## src/dmb_timing_pkg.sv

```systemverilog
package dmb_timing_pkg;

	// Phase counter for the clock enables
	localparam int PHASE_W = 5;

	// Enable periods in fastclk cycles
	localparam int MID_DIV   = 4;
	localparam int SLOW_DIV  = 16;
	localparam int SLOW2_DIV = 32;

	// Phase bits that must be zero for each enable
	localparam logic [PHASE_W-1:0] MID_MASK   = PHASE_W'(MID_DIV - 1);
	localparam logic [PHASE_W-1:0] SLOW_MASK  = PHASE_W'(SLOW_DIV - 1);
	localparam logic [PHASE_W-1:0] SLOW2_MASK = PHASE_W'(SLOW2_DIV - 1);

	// VME data output enable window, top bit closes it
	localparam int DOE_TIMER_W = 8;

	// VME ready delay, full scale means ready
	localparam int VRD_TIMER_W = 16;

	// JTAG init sequencer
	localparam int JINIT_TIMER_W    = 6;
	localparam int JINIT_ACTIVE_BIT = 4;
	localparam int JINIT_DONE_BIT   = 5;

	// Device 4 enable hold
	localparam int DVC_HOLD_W = 8;

endpackage

```

## src/dmb_vme_pkg.sv

```systemverilog
package dmb_vme_pkg;

	localparam int VME_DATA_W  = 16;
	localparam int CMD_W       = 10;
	localparam int NUM_DEVICES = 10;

	// Device lines from the command decoder
	localparam int DEV_CFEB  = 1;
	localparam int DEV_VPROM = 4;

	// Device 1 commands
	localparam logic [CMD_W-1:0] CMD_CFEB_SEL  = CMD_W'(8);
	localparam logic [CMD_W-1:0] CMD_CFEB_READ = CMD_W'(9);

	// Front-end boards on the CFEB JTAG chain
	localparam int NUM_CFEB = 5;

	// One bit per board, board 1 in bit 0
	typedef logic [NUM_CFEB-1:0] cfeb_sel_t;

	// All boards selected out of reset
	localparam cfeb_sel_t CFEB_SEL_RESET = '1;

endpackage

```

## src/vme_dev_if.sv

```systemverilog
`timescale 1ns/100ps

interface vme_dev_if;

	// Decoded VME access, valid while strobe is high
	logic                                  strobe;
	logic                                  strbce;
	logic                                  write_b;
	logic [dmb_vme_pkg::NUM_DEVICES-1:0]   device;
	logic [dmb_vme_pkg::CMD_W-1:0]         command;
	logic [dmb_vme_pkg::VME_DATA_W-1:0]    indata;

	// Command decoder side
	modport ctrl (
		output strobe, strbce, write_b, device, command, indata
	);

	// Device side
	modport dev (
		input strobe, strbce, write_b, device, command, indata
	);

endinterface

```

## src/cfeb_select.sv

```systemverilog
`timescale 1ns/100ps

module cfeb_select (
	input  logic                                fastclk,
	input  logic                                jtimer_clr,
	input  logic                                sys_rst_i,
	vme_dev_if.dev                              bus,
	input  logic                                cfeb_tck_i,
	input  dmb_vme_pkg::cfeb_sel_t              cfeb_tdo_i,
	output logic                                dtack_b_o,
	output logic [dmb_vme_pkg::VME_DATA_W-1:0]  outdata_o,
	output dmb_vme_pkg::cfeb_sel_t              cfeb_tck_o,
	output logic                                cfeb_tdo_o
);

	logic                   sel_write;
	logic                   sel_read;
	logic                   dt_wr_q;
	logic                   dt_rd_q;
	dmb_vme_pkg::cfeb_sel_t sel_q;

	// Command decode for device 1
	assign sel_write = bus.device[dmb_vme_pkg::DEV_CFEB]
		&& (bus.command == dmb_vme_pkg::CMD_CFEB_SEL);
	assign sel_read  = bus.device[dmb_vme_pkg::DEV_CFEB]
		&& (bus.command == dmb_vme_pkg::CMD_CFEB_READ);

	// Acknowledge one cycle behind the strobe
	always_ff @(posedge fastclk or posedge jtimer_clr) begin
		if (jtimer_clr) begin
			dt_wr_q <= 1'b0;
			dt_rd_q <= 1'b0;
		end else begin
			dt_wr_q <= bus.strobe & sel_write;
			dt_rd_q <= bus.strobe & sel_read;
		end
	end

	assign dtack_b_o = ~(dt_wr_q | dt_rd_q);

	// Select register
	always_ff @(posedge fastclk or posedge jtimer_clr) begin
		if (jtimer_clr) begin
			sel_q <= dmb_vme_pkg::CFEB_SEL_RESET;
		end else if (sys_rst_i) begin
			sel_q <= dmb_vme_pkg::CFEB_SEL_RESET;
		end else if (sel_write && bus.strbce) begin
			sel_q <= bus.indata[dmb_vme_pkg::NUM_CFEB-1:0];
		end
	end

	always_comb begin
		outdata_o = '0;
		if (bus.write_b && sel_read) begin
			outdata_o[dmb_vme_pkg::NUM_CFEB-1:0] = sel_q;
		end
	end

	//////////////////////////////////////////////////
	// JTAG routing to the boards
	//////////////////////////////////////////////////
	assign cfeb_tck_o = {dmb_vme_pkg::NUM_CFEB{cfeb_tck_i}} & sel_q;

	// TDO only comes back from a single selected board
	always_comb begin
		cfeb_tdo_o = 1'b0;
		if ($onehot(sel_q)) begin
			cfeb_tdo_o = |(cfeb_tdo_i & sel_q);
		end
	end

	a_dtack_after_strobe: assert property (
		@(posedge fastclk) disable iff (jtimer_clr)
		!dtack_b_o |-> $past(bus.strobe)
	);

endmodule

```

## src/clk_enable_gen.sv

```systemverilog
`timescale 1ns/100ps

module clk_enable_gen (
	input  logic fastclk,
	input  logic jtimer_clr,
	output logic mid_en_o,
	output logic slow_en_o,
	output logic slow2_en_o
);

	logic [dmb_timing_pkg::PHASE_W-1:0] phase_q;

	// Free-running phase, wraps once per slow2 period
	always_ff @(posedge fastclk or posedge jtimer_clr) begin
		if (jtimer_clr) begin
			phase_q <= '0;
		end else begin
			phase_q <= phase_q + 1'b1;
		end
	end

	// All three enables decode phase zero of their own period
	always_ff @(posedge fastclk or posedge jtimer_clr) begin
		if (jtimer_clr) begin
			mid_en_o   <= 1'b0;
			slow_en_o  <= 1'b0;
			slow2_en_o <= 1'b0;
		end else begin
			mid_en_o   <= (phase_q & dmb_timing_pkg::MID_MASK) == '0;
			slow_en_o  <= (phase_q & dmb_timing_pkg::SLOW_MASK) == '0;
			slow2_en_o <= (phase_q & dmb_timing_pkg::SLOW2_MASK) == '0;
		end
	end

	//////////////////////////////////////////////////
	// Enables stay nested
	//////////////////////////////////////////////////
	a_en_nested: assert property (
		@(posedge fastclk) disable iff (jtimer_clr)
		(slow2_en_o |-> slow_en_o) and (slow_en_o |-> mid_en_o)
	);

endmodule

```

## src/dmb_ctrl_top.sv

```systemverilog
`timescale 1ns/100ps

module dmb_ctrl_top (
	input  logic                                 fastclk,
	input  logic                                 jtimer_clr,
	input  logic                                 strobe_i,
	input  logic                                 strbce_i,
	input  logic                                 write_b_i,
	input  logic [dmb_vme_pkg::NUM_DEVICES-1:0]  device_i,
	input  logic [dmb_vme_pkg::CMD_W-1:0]        command_i,
	input  logic [dmb_vme_pkg::VME_DATA_W-1:0]   indata_i,
	input  logic                                 softrst_i,
	input  logic                                 donetrg_i,
	input  logic                                 vmeready_i,
	input  logic                                 tovme_b_i,
	input  logic                                 cfeb_tck_i,
	input  dmb_vme_pkg::cfeb_sel_t               cfeb_tdo_i,
	output logic                                 dtack_b_o,
	output logic [dmb_vme_pkg::VME_DATA_W-1:0]   outdata_o,
	output logic                                 data_oe_b_o,
	output logic                                 vme_ready_b_o,
	output logic                                 jtag_init_o,
	output dmb_vme_pkg::cfeb_sel_t               cfeb_tck_o,
	output logic                                 cfeb_tdo_o,
	output logic                                 vprom_en_o
);

	logic mid_en;
	logic slow_en;
	logic slow2_en;
	logic fpga_rst;
	logic sys_rst;

	vme_dev_if bus ();

	// Decoded access from the command decoder
	assign bus.strobe  = strobe_i;
	assign bus.strbce  = strbce_i;
	assign bus.write_b = write_b_i;
	assign bus.device  = device_i;
	assign bus.command = command_i;
	assign bus.indata  = indata_i;

	clk_enable_gen u_clk_en (
		.fastclk    (fastclk),
		.jtimer_clr (jtimer_clr),
		.mid_en_o   (mid_en),
		.slow_en_o  (slow_en),
		.slow2_en_o (slow2_en)
	);

	vme_timers u_vme_timers (
		.fastclk       (fastclk),
		.jtimer_clr    (jtimer_clr),
		.mid_en_i      (mid_en),
		.slow_en_i     (slow_en),
		.tovme_b_i     (tovme_b_i),
		.vmeready_i    (vmeready_i),
		.data_oe_b_o   (data_oe_b_o),
		.vme_ready_b_o (vme_ready_b_o),
		.fpga_rst_o    (fpga_rst)
	);

	reset_jtag_init u_rst_jinit (
		.fastclk     (fastclk),
		.jtimer_clr  (jtimer_clr),
		.slow2_en_i  (slow2_en),
		.softrst_i   (softrst_i),
		.donetrg_i   (donetrg_i),
		.fpga_rst_i  (fpga_rst),
		.sys_rst_o   (sys_rst),
		.jtag_init_o (jtag_init_o)
	);

	//////////////////////////////////////////////////
	// Devices
	//////////////////////////////////////////////////
	// Device 1 is the only one that acknowledges
	cfeb_select u_cfeb_sel (
		.fastclk    (fastclk),
		.jtimer_clr (jtimer_clr),
		.sys_rst_i  (sys_rst),
		.bus        (bus),
		.cfeb_tck_i (cfeb_tck_i),
		.cfeb_tdo_i (cfeb_tdo_i),
		.dtack_b_o  (dtack_b_o),
		.outdata_o  (outdata_o),
		.cfeb_tck_o (cfeb_tck_o),
		.cfeb_tdo_o (cfeb_tdo_o)
	);

	vprom_enable u_vprom_en (
		.fastclk     (fastclk),
		.jtimer_clr  (jtimer_clr),
		.sys_rst_i   (sys_rst),
		.slow2_en_i  (slow2_en),
		.jtag_init_i (jtag_init_o),
		.bus         (bus),
		.vprom_en_o  (vprom_en_o)
	);

endmodule

```

## src/reset_jtag_init.sv

```systemverilog
`timescale 1ns/100ps

module reset_jtag_init (
	input  logic fastclk,
	input  logic jtimer_clr,
	input  logic slow2_en_i,
	input  logic softrst_i,
	input  logic donetrg_i,
	input  logic fpga_rst_i,
	output logic sys_rst_o,
	output logic jtag_init_o
);

	logic                                     rst_comb;
	logic                                     sys_rst_d;
	logic                                     rst_fall;
	logic                                     start_q;
	logic [dmb_timing_pkg::JINIT_TIMER_W-1:0] jinit_q;
	logic                                     jinit_done;

	// Soft reset only counts once the FPGAs are configured
	assign rst_comb = jtimer_clr | (softrst_i & donetrg_i) | fpga_rst_i;

	always_ff @(posedge fastclk or posedge jtimer_clr) begin
		if (jtimer_clr) begin
			sys_rst_o <= 1'b1;
			sys_rst_d <= 1'b1;
		end else begin
			sys_rst_o <= rst_comb;
			sys_rst_d <= sys_rst_o;
		end
	end

	assign rst_fall   = sys_rst_d & ~sys_rst_o;
	assign jinit_done = jinit_q[dmb_timing_pkg::JINIT_DONE_BIT];

	//////////////////////////////////////////////////
	// JTAG init sequencer
	//////////////////////////////////////////////////
	always_ff @(posedge fastclk or posedge jtimer_clr) begin
		if (jtimer_clr) begin
			start_q <= 1'b0;
			jinit_q <= '0;
		end else if (sys_rst_o || jinit_done) begin
			start_q <= 1'b0;
			jinit_q <= '0;
		end else begin
			start_q <= start_q | rst_fall;
			if (slow2_en_i && start_q) begin
				jinit_q <= jinit_q + 1'b1;
			end
		end
	end

	// High from count 16 up to count 32
	assign jtag_init_o = jinit_q[dmb_timing_pkg::JINIT_ACTIVE_BIT];

	a_init_needs_start: assert property (
		@(posedge fastclk) disable iff (jtimer_clr)
		jtag_init_o |-> start_q
	);

endmodule

```

## src/vme_timers.sv

```systemverilog
`timescale 1ns/100ps

module vme_timers (
	input  logic fastclk,
	input  logic jtimer_clr,
	input  logic mid_en_i,
	input  logic slow_en_i,
	input  logic tovme_b_i,
	input  logic vmeready_i,
	output logic data_oe_b_o,
	output logic vme_ready_b_o,
	output logic fpga_rst_o
);

	logic [dmb_timing_pkg::DOE_TIMER_W-1:0] doe_q;
	logic [dmb_timing_pkg::VRD_TIMER_W-1:0] vrd_q;
	logic                                   vmeready_s;
	logic                                   vmeready_d;
	logic                                   ready_q;

	// Output enable window, counts slow ticks after the bus turns toward VME
	always_ff @(posedge fastclk or posedge jtimer_clr) begin
		if (jtimer_clr) begin
			doe_q <= '0;
		end else if (tovme_b_i) begin
			doe_q <= '0;
		end else if (slow_en_i && !doe_q[dmb_timing_pkg::DOE_TIMER_W-1]) begin
			doe_q <= doe_q + 1'b1;
		end
	end

	assign data_oe_b_o = doe_q[dmb_timing_pkg::DOE_TIMER_W-1] & ~tovme_b_i;

	// Edge sample of vmeready on the mid enable
	always_ff @(posedge fastclk or posedge jtimer_clr) begin
		if (jtimer_clr) begin
			vmeready_s <= 1'b0;
			vmeready_d <= 1'b0;
			fpga_rst_o <= 1'b0;
		end else begin
			fpga_rst_o <= mid_en_i & vmeready_s & ~vmeready_d;
			if (mid_en_i) begin
				vmeready_s <= vmeready_i;
				vmeready_d <= vmeready_s;
			end
		end
	end

	// Ready delay, sticky once the counter hits full scale
	always_ff @(posedge fastclk or posedge jtimer_clr) begin
		if (jtimer_clr) begin
			vrd_q   <= '0;
			ready_q <= 1'b0;
		end else if (mid_en_i) begin
			if (!vmeready_i) begin
				vrd_q   <= '0;
				ready_q <= 1'b0;
			end else begin
				ready_q <= ready_q | (vrd_q == '1);
				if (vrd_q != '1) begin
					vrd_q <= vrd_q + 1'b1;
				end
			end
		end
	end

	assign vme_ready_b_o = ~ready_q;

	a_fpga_rst_pulse: assert property (
		@(posedge fastclk) disable iff (jtimer_clr)
		fpga_rst_o |=> !fpga_rst_o
	);

endmodule

```

## src/vprom_enable.sv

```systemverilog
`timescale 1ns/100ps

module vprom_enable (
	input  logic   fastclk,
	input  logic   jtimer_clr,
	input  logic   sys_rst_i,
	input  logic   slow2_en_i,
	input  logic   jtag_init_i,
	vme_dev_if.dev bus,
	output logic   vprom_en_o
);

	logic                                  dev_sel;
	logic                                  hold_q;
	logic [dmb_timing_pkg::DVC_HOLD_W-1:0] hold_cnt_q;
	logic                                  cnt_top_q;

	assign dev_sel    = bus.device[dmb_vme_pkg::DEV_VPROM];
	assign vprom_en_o = dev_sel | jtag_init_i | hold_q;

	// Keep the PROM chain enabled for a while after the access
	always_ff @(posedge fastclk or posedge jtimer_clr) begin
		if (jtimer_clr) begin
			hold_q <= 1'b0;
		end else if (sys_rst_i || (cnt_top_q && !dev_sel)) begin
			hold_q <= 1'b0;
		end else begin
			hold_q <= hold_q | dev_sel;
		end
	end

	// Hold counter restarts on every access
	always_ff @(posedge fastclk or posedge jtimer_clr) begin
		if (jtimer_clr) begin
			hold_cnt_q <= '0;
			cnt_top_q  <= 1'b0;
		end else if (sys_rst_i || dev_sel) begin
			hold_cnt_q <= '0;
			cnt_top_q  <= 1'b0;
		end else begin
			if (cnt_top_q) begin
				hold_cnt_q <= '0;
			end else if (slow2_en_i && vprom_en_o) begin
				hold_cnt_q <= hold_cnt_q + 1'b1;
			end
			if (slow2_en_i) begin
				cnt_top_q <= hold_cnt_q[dmb_timing_pkg::DVC_HOLD_W-1];
			end
		end
	end

	// Hold flag keeps the enable on until the counter tops out
	a_hold_enables: assert property (
		@(posedge fastclk) disable iff (jtimer_clr)
		hold_q && !cnt_top_q && !sys_rst_i |=> vprom_en_o
	);

endmodule

```

## config.mk

```make
export PLATFORM = sky130hd
export DESIGN_NAME = dmb_ctrl_top
export DESIGN_NICKNAME = d
export VERILOG_FILES = /design/src/dmb_timing_pkg.sv /design/src/dmb_vme_pkg.sv /design/src/vme_dev_if.sv /design/src/cfeb_select.sv /design/src/clk_enable_gen.sv /design/src/dmb_ctrl_top.sv /design/src/reset_jtag_init.sv /design/src/vme_timers.sv /design/src/vprom_enable.sv
export SDC_FILE = /design/constraint.sdc
export NUM_CORES = 1
export LEC_CHECK = 0
export ABC_AREA = 0
export BUFFER_PORTS_ARGS = -buffer_cell sky130_fd_sc_hd__buf_2
export CORE_MARGIN = 3
export CORE_UTILIZATION = 58
export DETAILED_ROUTE_END_ITERATION = 16
export GPL_ROUTABILITY_DRIVEN = 0
export MAX_ROUTING_LAYER = met4
export PLACE_DENSITY = 0.83
export SYNTH_ARGS = -nofsm -noshare
export SYNTH_HDL_FRONTEND = slang
export SYNTH_HIERARCHICAL = 1
export SYNTH_SLANG_ARGS = --single-unit
```

## constraint.sdc

```tcl
create_clock -name fastclk -period 4.7 [get_ports fastclk]
set_input_delay 0 -clock fastclk [delete_from_list [all_inputs] [get_ports fastclk]]
set_output_delay 0 -clock fastclk [all_outputs]
set_load 0.1 [all_outputs]
```

==> out/results.ini, run 1 <==
[timing]
layout_setup_ws_ns=1.79
slew_headroom=0.284
maxSlewViolCount=0
setup_tns_ns=0
clock-skew-final_ns=0.00556
final_hold_viol_count=0
finalSetupViolCount=0
rsz0062_at_grt=no
max_freq_mhz=344
whs_ns=0.0716
worst_pin_slew_ns=1.07
min_period_ns=2.91
min_period_over_period=0.618

[clock_tree]
cts_buffers=9
clk_latency_ns=0.34
cts_tree=done
cts.sinks=62
clkTransAtPathRegs_ns=0.07
cts_buffer_depth=2
cts_root_buf=clkbuf_8
htree_levels=3

[detailed_routing]
via_per_inst=5.68
ant_nets=0
drt_pass1_iterations=4
via_count=2709
drtIter0Drc=141
drc_errors=0
drt_wl_total_um=7180
wl_per_cell_um=15.1

[synth]
synthAdderAreaFrac=0.0382
synth-seq-cells=62
synth_simple_gate_area_share=0.241
ys_top_cells_by_count=dfrtp_1, nor2_1, nand2_1
synth_area_per_cell_um2=9.77
synth-compound-area-share=0.123
synth.most_common_cell=dfrtp_1
synth_cells=342
synth-async-reset-ratio=1.00
synth_xor_area_frac=0.0314
ys.flop_type=dfrtp_1
synth_top_area_frac=0.412
yosys.cell_types.count=61
synth_top_family_by_area=simple AND/OR/NAND/NOR gates
synth.yosys.warnings=6
yosys-top-cells-area=dfrtp_1, dfstp_2, nor2_1, nand2_1, nand3_1
yosysSeqAreaShare=0.467
muxShareOfSynthArea=0.0240
syn_area_mm2=0.00334
synth-edff-count=0
synth_top_cell_by_area=dfrtp_1

[floorplan]
fp-row-count=27
die-area_mm2=0.00671
die_w_um=81.9
coreArea_mm2=0.00554
start_util=0.603
fp.dieH_um=81.9
num_io_pins=78

[grt]
antenna_found_initial=0
track_usage=0.228
grt_max_degree=29
grt_pass1_wl_um=11300
gr-total-overflow=0
grt_pass1_vias=2566

[placement]
port_buffers=47
place_hpwl_um=4830
place_inst=448
place_ws_ns=2.16

[layout]
final_cells=477
drive_gt1_frac=0.205
diodes=0
nNetsFinal=460
syn2layout_area_growth_pct=17.3
n_fill_cell=394

[critical_path]
crit_fanout=5
startpoint_type=register
crit_type=register to primary output
r2r_slack_ns=2.83
r2r_cells=5
required_ns=4.70
crit_arrival_ns=2.91
r2r-start=u_vme_timers/vrd_q[0]
crit_path_end_kind=primary output
rr_endpoint=u_vme_timers/vrd_q[5]

[power]
ir_drop_mv=0.219
total_power_uw=1290
powerDensity_mw_per_mm2=330
power.static_leakage_uw=0.00181

[worst_hold_path]
holdPathEnd=u_vme_timers/vrd_q[14]
hold_class=input pin to register
worstHoldPathCells=3
hold_path.startpoint=vmeready_i

[job]
maxCapViolCount=0

[run_status]
status=finished, final reports clean

## cell usage in the layout, fill, tap and decap left out, drive strengths merged, types with 2 or more instances in the layout
cell type	n
inv	24
nand2	27
a211o	3
nand4	7
o41ai	3
nor3b	2
and3	3
nor2	35
a21oi	15
o2111ai	2
or3	8
dlygate4sd3	13
clkbuf	10
xnor2	4
clkinv	3
dfrtp	55
o31ai	3
nor3	3
bufinv	3
conb	11
o311ai	4
ha	7
a41oi	2
xor2	8
mux2i	8
or4	7
buf	47
o211ai	5
and4	6
a311oi	2
nor4	4
nand2b	3
dfstp	7
fa	2
nor2b	4
nand3	18
nor4b	3
o21ai	9
and2	11
## sequential cells by signal (all words and copies together), names as in the netlist
name / cells
u_vme_timers/vrd_q: 16
u_vme_timers/doe_q: 8
u_vprom_en/hold_cnt_q: 8
u_rst_jinit/jinit_q: 6
u_cfeb_sel/sel_q: 5
u_clk_en/phase_q: 5
u_cfeb_sel/dt_rd_q: 1
u_cfeb_sel/dt_wr_q: 1
u_clk_en/mid_en_o: 1
u_clk_en/slow2_en_o: 1
u_clk_en/slow_en_o: 1
u_rst_jinit/start_q: 1
u_rst_jinit/sys_rst_d: 1
u_rst_jinit/sys_rst_o: 1
u_vme_timers/fpga_rst_o: 1
u_vme_timers/ready_q: 1
u_vme_timers/vmeready_d: 1
u_vme_timers/vmeready_s: 1
u_vprom_en/cnt_top_q: 1
u_vprom_en/hold_q: 1
## per-layer routing
layer | up-vias | wire [um] | part of all wire | track usage
met1 | 1312 | 2980 | 0.42 | 0.262
met2 | 78 | 3740 | 0.52 | 0.380
met4 | 0 | 68 | 0.0095 | 0.0831
met3 | 7 | 390 | 0.054 | 0.0669
li1 | 1312 | - | - | -
met5 | - | 0 | 0 | -
## logic make-up after synthesis
family                   count (synthesis)
other                                    1
AND/OR/NAND/NOR                        146
XOR/XNOR                                12
AO/OA/AOI/OAI                           56
buffers and inverters                   48
adder cells (fa/ha/maj)                  9
multiplexers                             8
flip-flops                              62
## worst max-delay path: stages (launching register included)
cell and delay (ns):
dfstp_2 0.57, inv_1 0.07, fa_1 0.53, inv_1 0.05
fa_1 0.36, ha_1 0.28, nor2_1 0.10, nand2_1 0.05
a21oi_1 0.11, buf_2 0.44
## per-stage QoR
| stage | utilization | cell area [um^2] |
|---|---|---|
| after floorplan | - | 3380 |
| after global placement | 0.641 | 3550 |
| after detailed placement | 0.641 | 3550 |
| after CTS | 0.708 | 3920 |
| after global routing | 0.708 | 3920 |
| final | 0.708 | 3920 |
## worst max-delay path by stage
stage | cells after the start | startpoint | end
finish | 9 | u_cfeb_sel/sel_q[0] | cfeb_tdo_o
global route | 9 | u_cfeb_sel/sel_q[0] | cfeb_tdo_o
CTS | 9 | u_cfeb_sel/sel_q[0] | cfeb_tdo_o
detailed placement | 9 | u_cfeb_sel/sel_q[0] | cfeb_tdo_o
global placement | 9 | u_cfeb_sel/sel_q[0] | cfeb_tdo_o
floorplan | 8 | u_cfeb_sel/sel_q[0] | cfeb_tdo_o
## power by group
part | leakage [uW] | total, uW | internal, uW | switching [uW]
Clock | 0.000116 | 560 | 352 | 207
Combinational | 0.000910 | 145 | 40.4 | 104
Sequential | 0.000788 | 589 | 556 | 33.1
Total | 0.00181 | 1290 | 949 | 345
## what timing repair did
action	in CTS	in global routing
setup endpoints to repair	0	0
setup buffers	0	0
hold buffers	13	0
gates resized for setup	0	0
hold endpoints to repair	52	0
## area by class of cell
class / count / area, um^2 / share of cell area
tap: 72 / 90.1 / 0.0230
multi-input combinational: 242 / 1570 / 0.401
inverter: 25 / 93.8 / 0.0239
clock buffer: 10 / 128 / 0.0325
timing repair buffer: 60 / 365 / 0.0932
sequential: 62 / 1560 / 0.398
clock inverter: 6 / 111 / 0.0284
No activity file was read; power rests on OpenSTA's default activity.
==> run 2, diff against run 1 <==
--- a/config.mk
+++ b/config.mk
@@ -8,11 +8,11 @@
 export ABC_AREA = 0
 export BUFFER_PORTS_ARGS = -buffer_cell sky130_fd_sc_hd__buf_2
 export CORE_MARGIN = 3
-export CORE_UTILIZATION = 58
+export CORE_UTILIZATION = 49
 export DETAILED_ROUTE_END_ITERATION = 16
 export GPL_ROUTABILITY_DRIVEN = 0
 export MAX_ROUTING_LAYER = met4
-export PLACE_DENSITY = 0.83
+export PLACE_DENSITY = 0.75
 export SYNTH_ARGS = -nofsm -noshare
 export SYNTH_HDL_FRONTEND = slang
 export SYNTH_HIERARCHICAL = 1
==> constraint.sdc (replaced) <==
create_clock -name fastclk -period 2.5 [get_ports fastclk]
set_input_delay 0 -clock fastclk [delete_from_list [all_inputs] [get_ports fastclk]]
set_output_delay 0 -clock fastclk [all_outputs]
set_load 0.1 [all_outputs]
==> run 2 against run 1 <==
Net effect:
- the flow now finishes with violations (negative setup slack)
- worst hold slack worse by 0.0043 ns
- cell area up 0.77%
- sequential share of layout area down 0.30 points
- combinational power up 89%
- setup slack worse by 1.9 ns
- wire length down 5.7%
- non-clock buffer count up 5
- first-iteration DRC count up 2.1%
- sequential cell count unchanged
- core utilization down 9.9 points
- die area up 17%
==> out/results.ini, run 2 (synthesized netlist as in run 1, its figures left out) <==
[floorplan]
fp.dieH_um=88.6
coreArea_mm2=0.00649
die_w_um=88.6
start_util=0.515
fp-row-count=29
die-area_mm2=0.00785
num_io_pins=78

[timing]
worst_pin_slew_ns=0.630
final_hold_viol_count=0
max_freq_mhz=391
clock-skew-final_ns=0.00551
setup_tns_ns=-0.0600
rsz0062_at_grt=yes
layout_setup_ws_ns=-0.0600
maxSlewViolCount=0
finalSetupViolCount=1
min_period_ns=2.56
min_period_over_period=1.02
slew_headroom=0.576

[grt]
grt_max_degree=25
gr-total-overflow=0
track_usage=0.186
grt_pass1_wl_um=11100
grt_pass1_vias=2489
antenna_found_initial=0

[layout]
mostFrequentLayoutCell=dfrtp_1
syn2layout_area_growth_pct=18.2
drive_gt1_frac=0.232
largest_reg_flops=16
n_fill_cell=537
top_register=u_vme_timers/vrd_q
reg.largest.list=u_vme_timers/vrd_q (16), u_vme_timers/doe_q (8), u_vprom_en/hold_cnt_q (8)
final_cells=487
nNetsFinal=465
multi_input_area_mm2=0.00160
diodes=0
regArea_mm2=0.00156
final_cell_mix=dfrtp_1, buf_2, nor2_1
final_util=0.608

[power]
pwr-share-seq=0.508
combPwrFrac=0.126
power.static_leakage_uw=0.00181
power.switching_uw=663
swShare=0.305
ir_drop_mv=0.345
p_clk_frac=0.366
total_power_uw=2180
powerDensity_mw_per_mm2=551
p_int_uw=1510

[critical_path]
crit_type=register to primary output
r2r_cells=5
cp_slowest_stage_delay_ns=0.55
rr_endpoint=u_vme_timers/vrd_q[5]
startpoint_type=register
r2r-start=u_vme_timers/vrd_q[0]
crit_arrival_ns=2.56
crit_fanout=2
worstPathCellList=inv_2 -> fa_1 -> inv_2 -> fa_2 -> ha_4 -> nor2_1 -> nand2_1 -> a21oi_4 -> buf_12
cp_common_cell=inv_2
required_ns=2.50
crit_path_top_delay_cell=dfstp_2
crit_path_end_kind=primary output
r2r_slack_ns=0.62

[clock_tree]
clk_latency_ns=0.33
cts.sinks=62
cts_buffer_depth=2
cts_tree=done
clkTransAtPathRegs_ns=0.07
cts_buffers=9
htree_levels=3
cts_root_buf=clkbuf_8

[placement]
place_inst=456
place_ws_ns=0.167
place_hpwl_um=4690
port_buffers=47

[detailed_routing]
via_count=2734
drt_wl_total_um=6780
ant_nets=0
via_per_inst=5.61
drc_errors=0
wl_per_cell_um=13.9
drtIter0Drc=144
drt_pass1_iterations=4

[run_status]
status=finished, violations left
violations=negative setup slack

[worst_hold_path]
hold_path.startpoint=vmeready_i
worstHoldPathCells=3
holdPathEnd=u_vme_timers/vrd_q[14]
hold_class=input pin to register

[job]
maxCapViolCount=0

==> run 2: changes by cell type in the layout (fill, tap and decap cells not counted), sizes merged <==
cell	previous run	this run
clkinv	3	4
bufinv	3	0
clkinvlp	1	2
inv	24	25
buf	47	52
==> run 2: timing repair <==
| item | 4_1_cts | 5_1_grt |
|---|---|---|
| pin swaps | 2 | 0 |
| gates cloned | 0 | 0 |
| hold buffers | 13 | 0 |
| endpoints found under the setup margin | 1 | 1 |
| buffers inserted | 1 | 1 |
| hold endpoints to repair | 80 | 0 |
| gates resized for setup | 4 | 1 |
==> run 2: how the worst max path moves through the flow <==
stage / end / cells past startpoint / startpoint
after floorplan: cfeb_tdo_o / 8 / u_cfeb_sel/sel_q[0]
after global placement: cfeb_tdo_o / 9 / u_cfeb_sel/sel_q[0]
after detailed placement: cfeb_tdo_o / 9 / u_cfeb_sel/sel_q[0]
after CTS: cfeb_tdo_o / 9 / u_cfeb_sel/sel_q[0]
after global routing: cfeb_tdo_o / 9 / u_cfeb_sel/sel_q[1]
final: cfeb_tdo_o / 9 / u_cfeb_sel/sel_q[0]
==> run 2: routing by layer <==
metal / vias up / global-route usage / wire length (um)
met4: 0 / 0.0659 / 74
met5: - / - / 0
met2: 74 / 0.311 / 3400
met1: 1324 / 0.227 / 2990
li1: 1326 / - / -
met3: 10 / 0.0335 / 312
==> run 2: area by class of cell <==
cell class / instances / share of cell area
Timing Repair Buffer: 65 / 0.106
Sequential cell: 62 / 0.395
Inverter: 25 / 0.0237
Tap cell: 77 / 0.0244
Clock buffer: 10 / 0.0348
Clock inverter: 6 / 0.0117
Multi-Input combinational cell: 242 / 0.405
==> run 2: power by group through the flow <==
stage                     clock [uW]  combinational (uW)  sequential, uW
final                            797                 274            1110
after global routing             876                 297            1120
after CTS                        824                 275            1100
after detailed placement           0                 261            1120
after global placement             0                 256            1120
after floorplan                    0                 223            1100
==> run 2: critical path: cells and delay by family (launching register included) <==
family                     cells  cell delay, ns
and+or+nand+nor                2            0.17
buffers and inverters          3            0.27
adders and majority gates      3            1.09
AOI/OAI and AO/OA              1            0.15
DFF                            1            0.55
==> run 2: metrics by stage <==
step                hold WS (ns)  instance area [um^2]
finish                    0.0673                  3950
global route              0.0882                  3950
CTS                       0.0484                  3940
detailed placement       -0.0310                  3610
global placement         -0.0370                  3610
floorplan                 -0.200                  3390
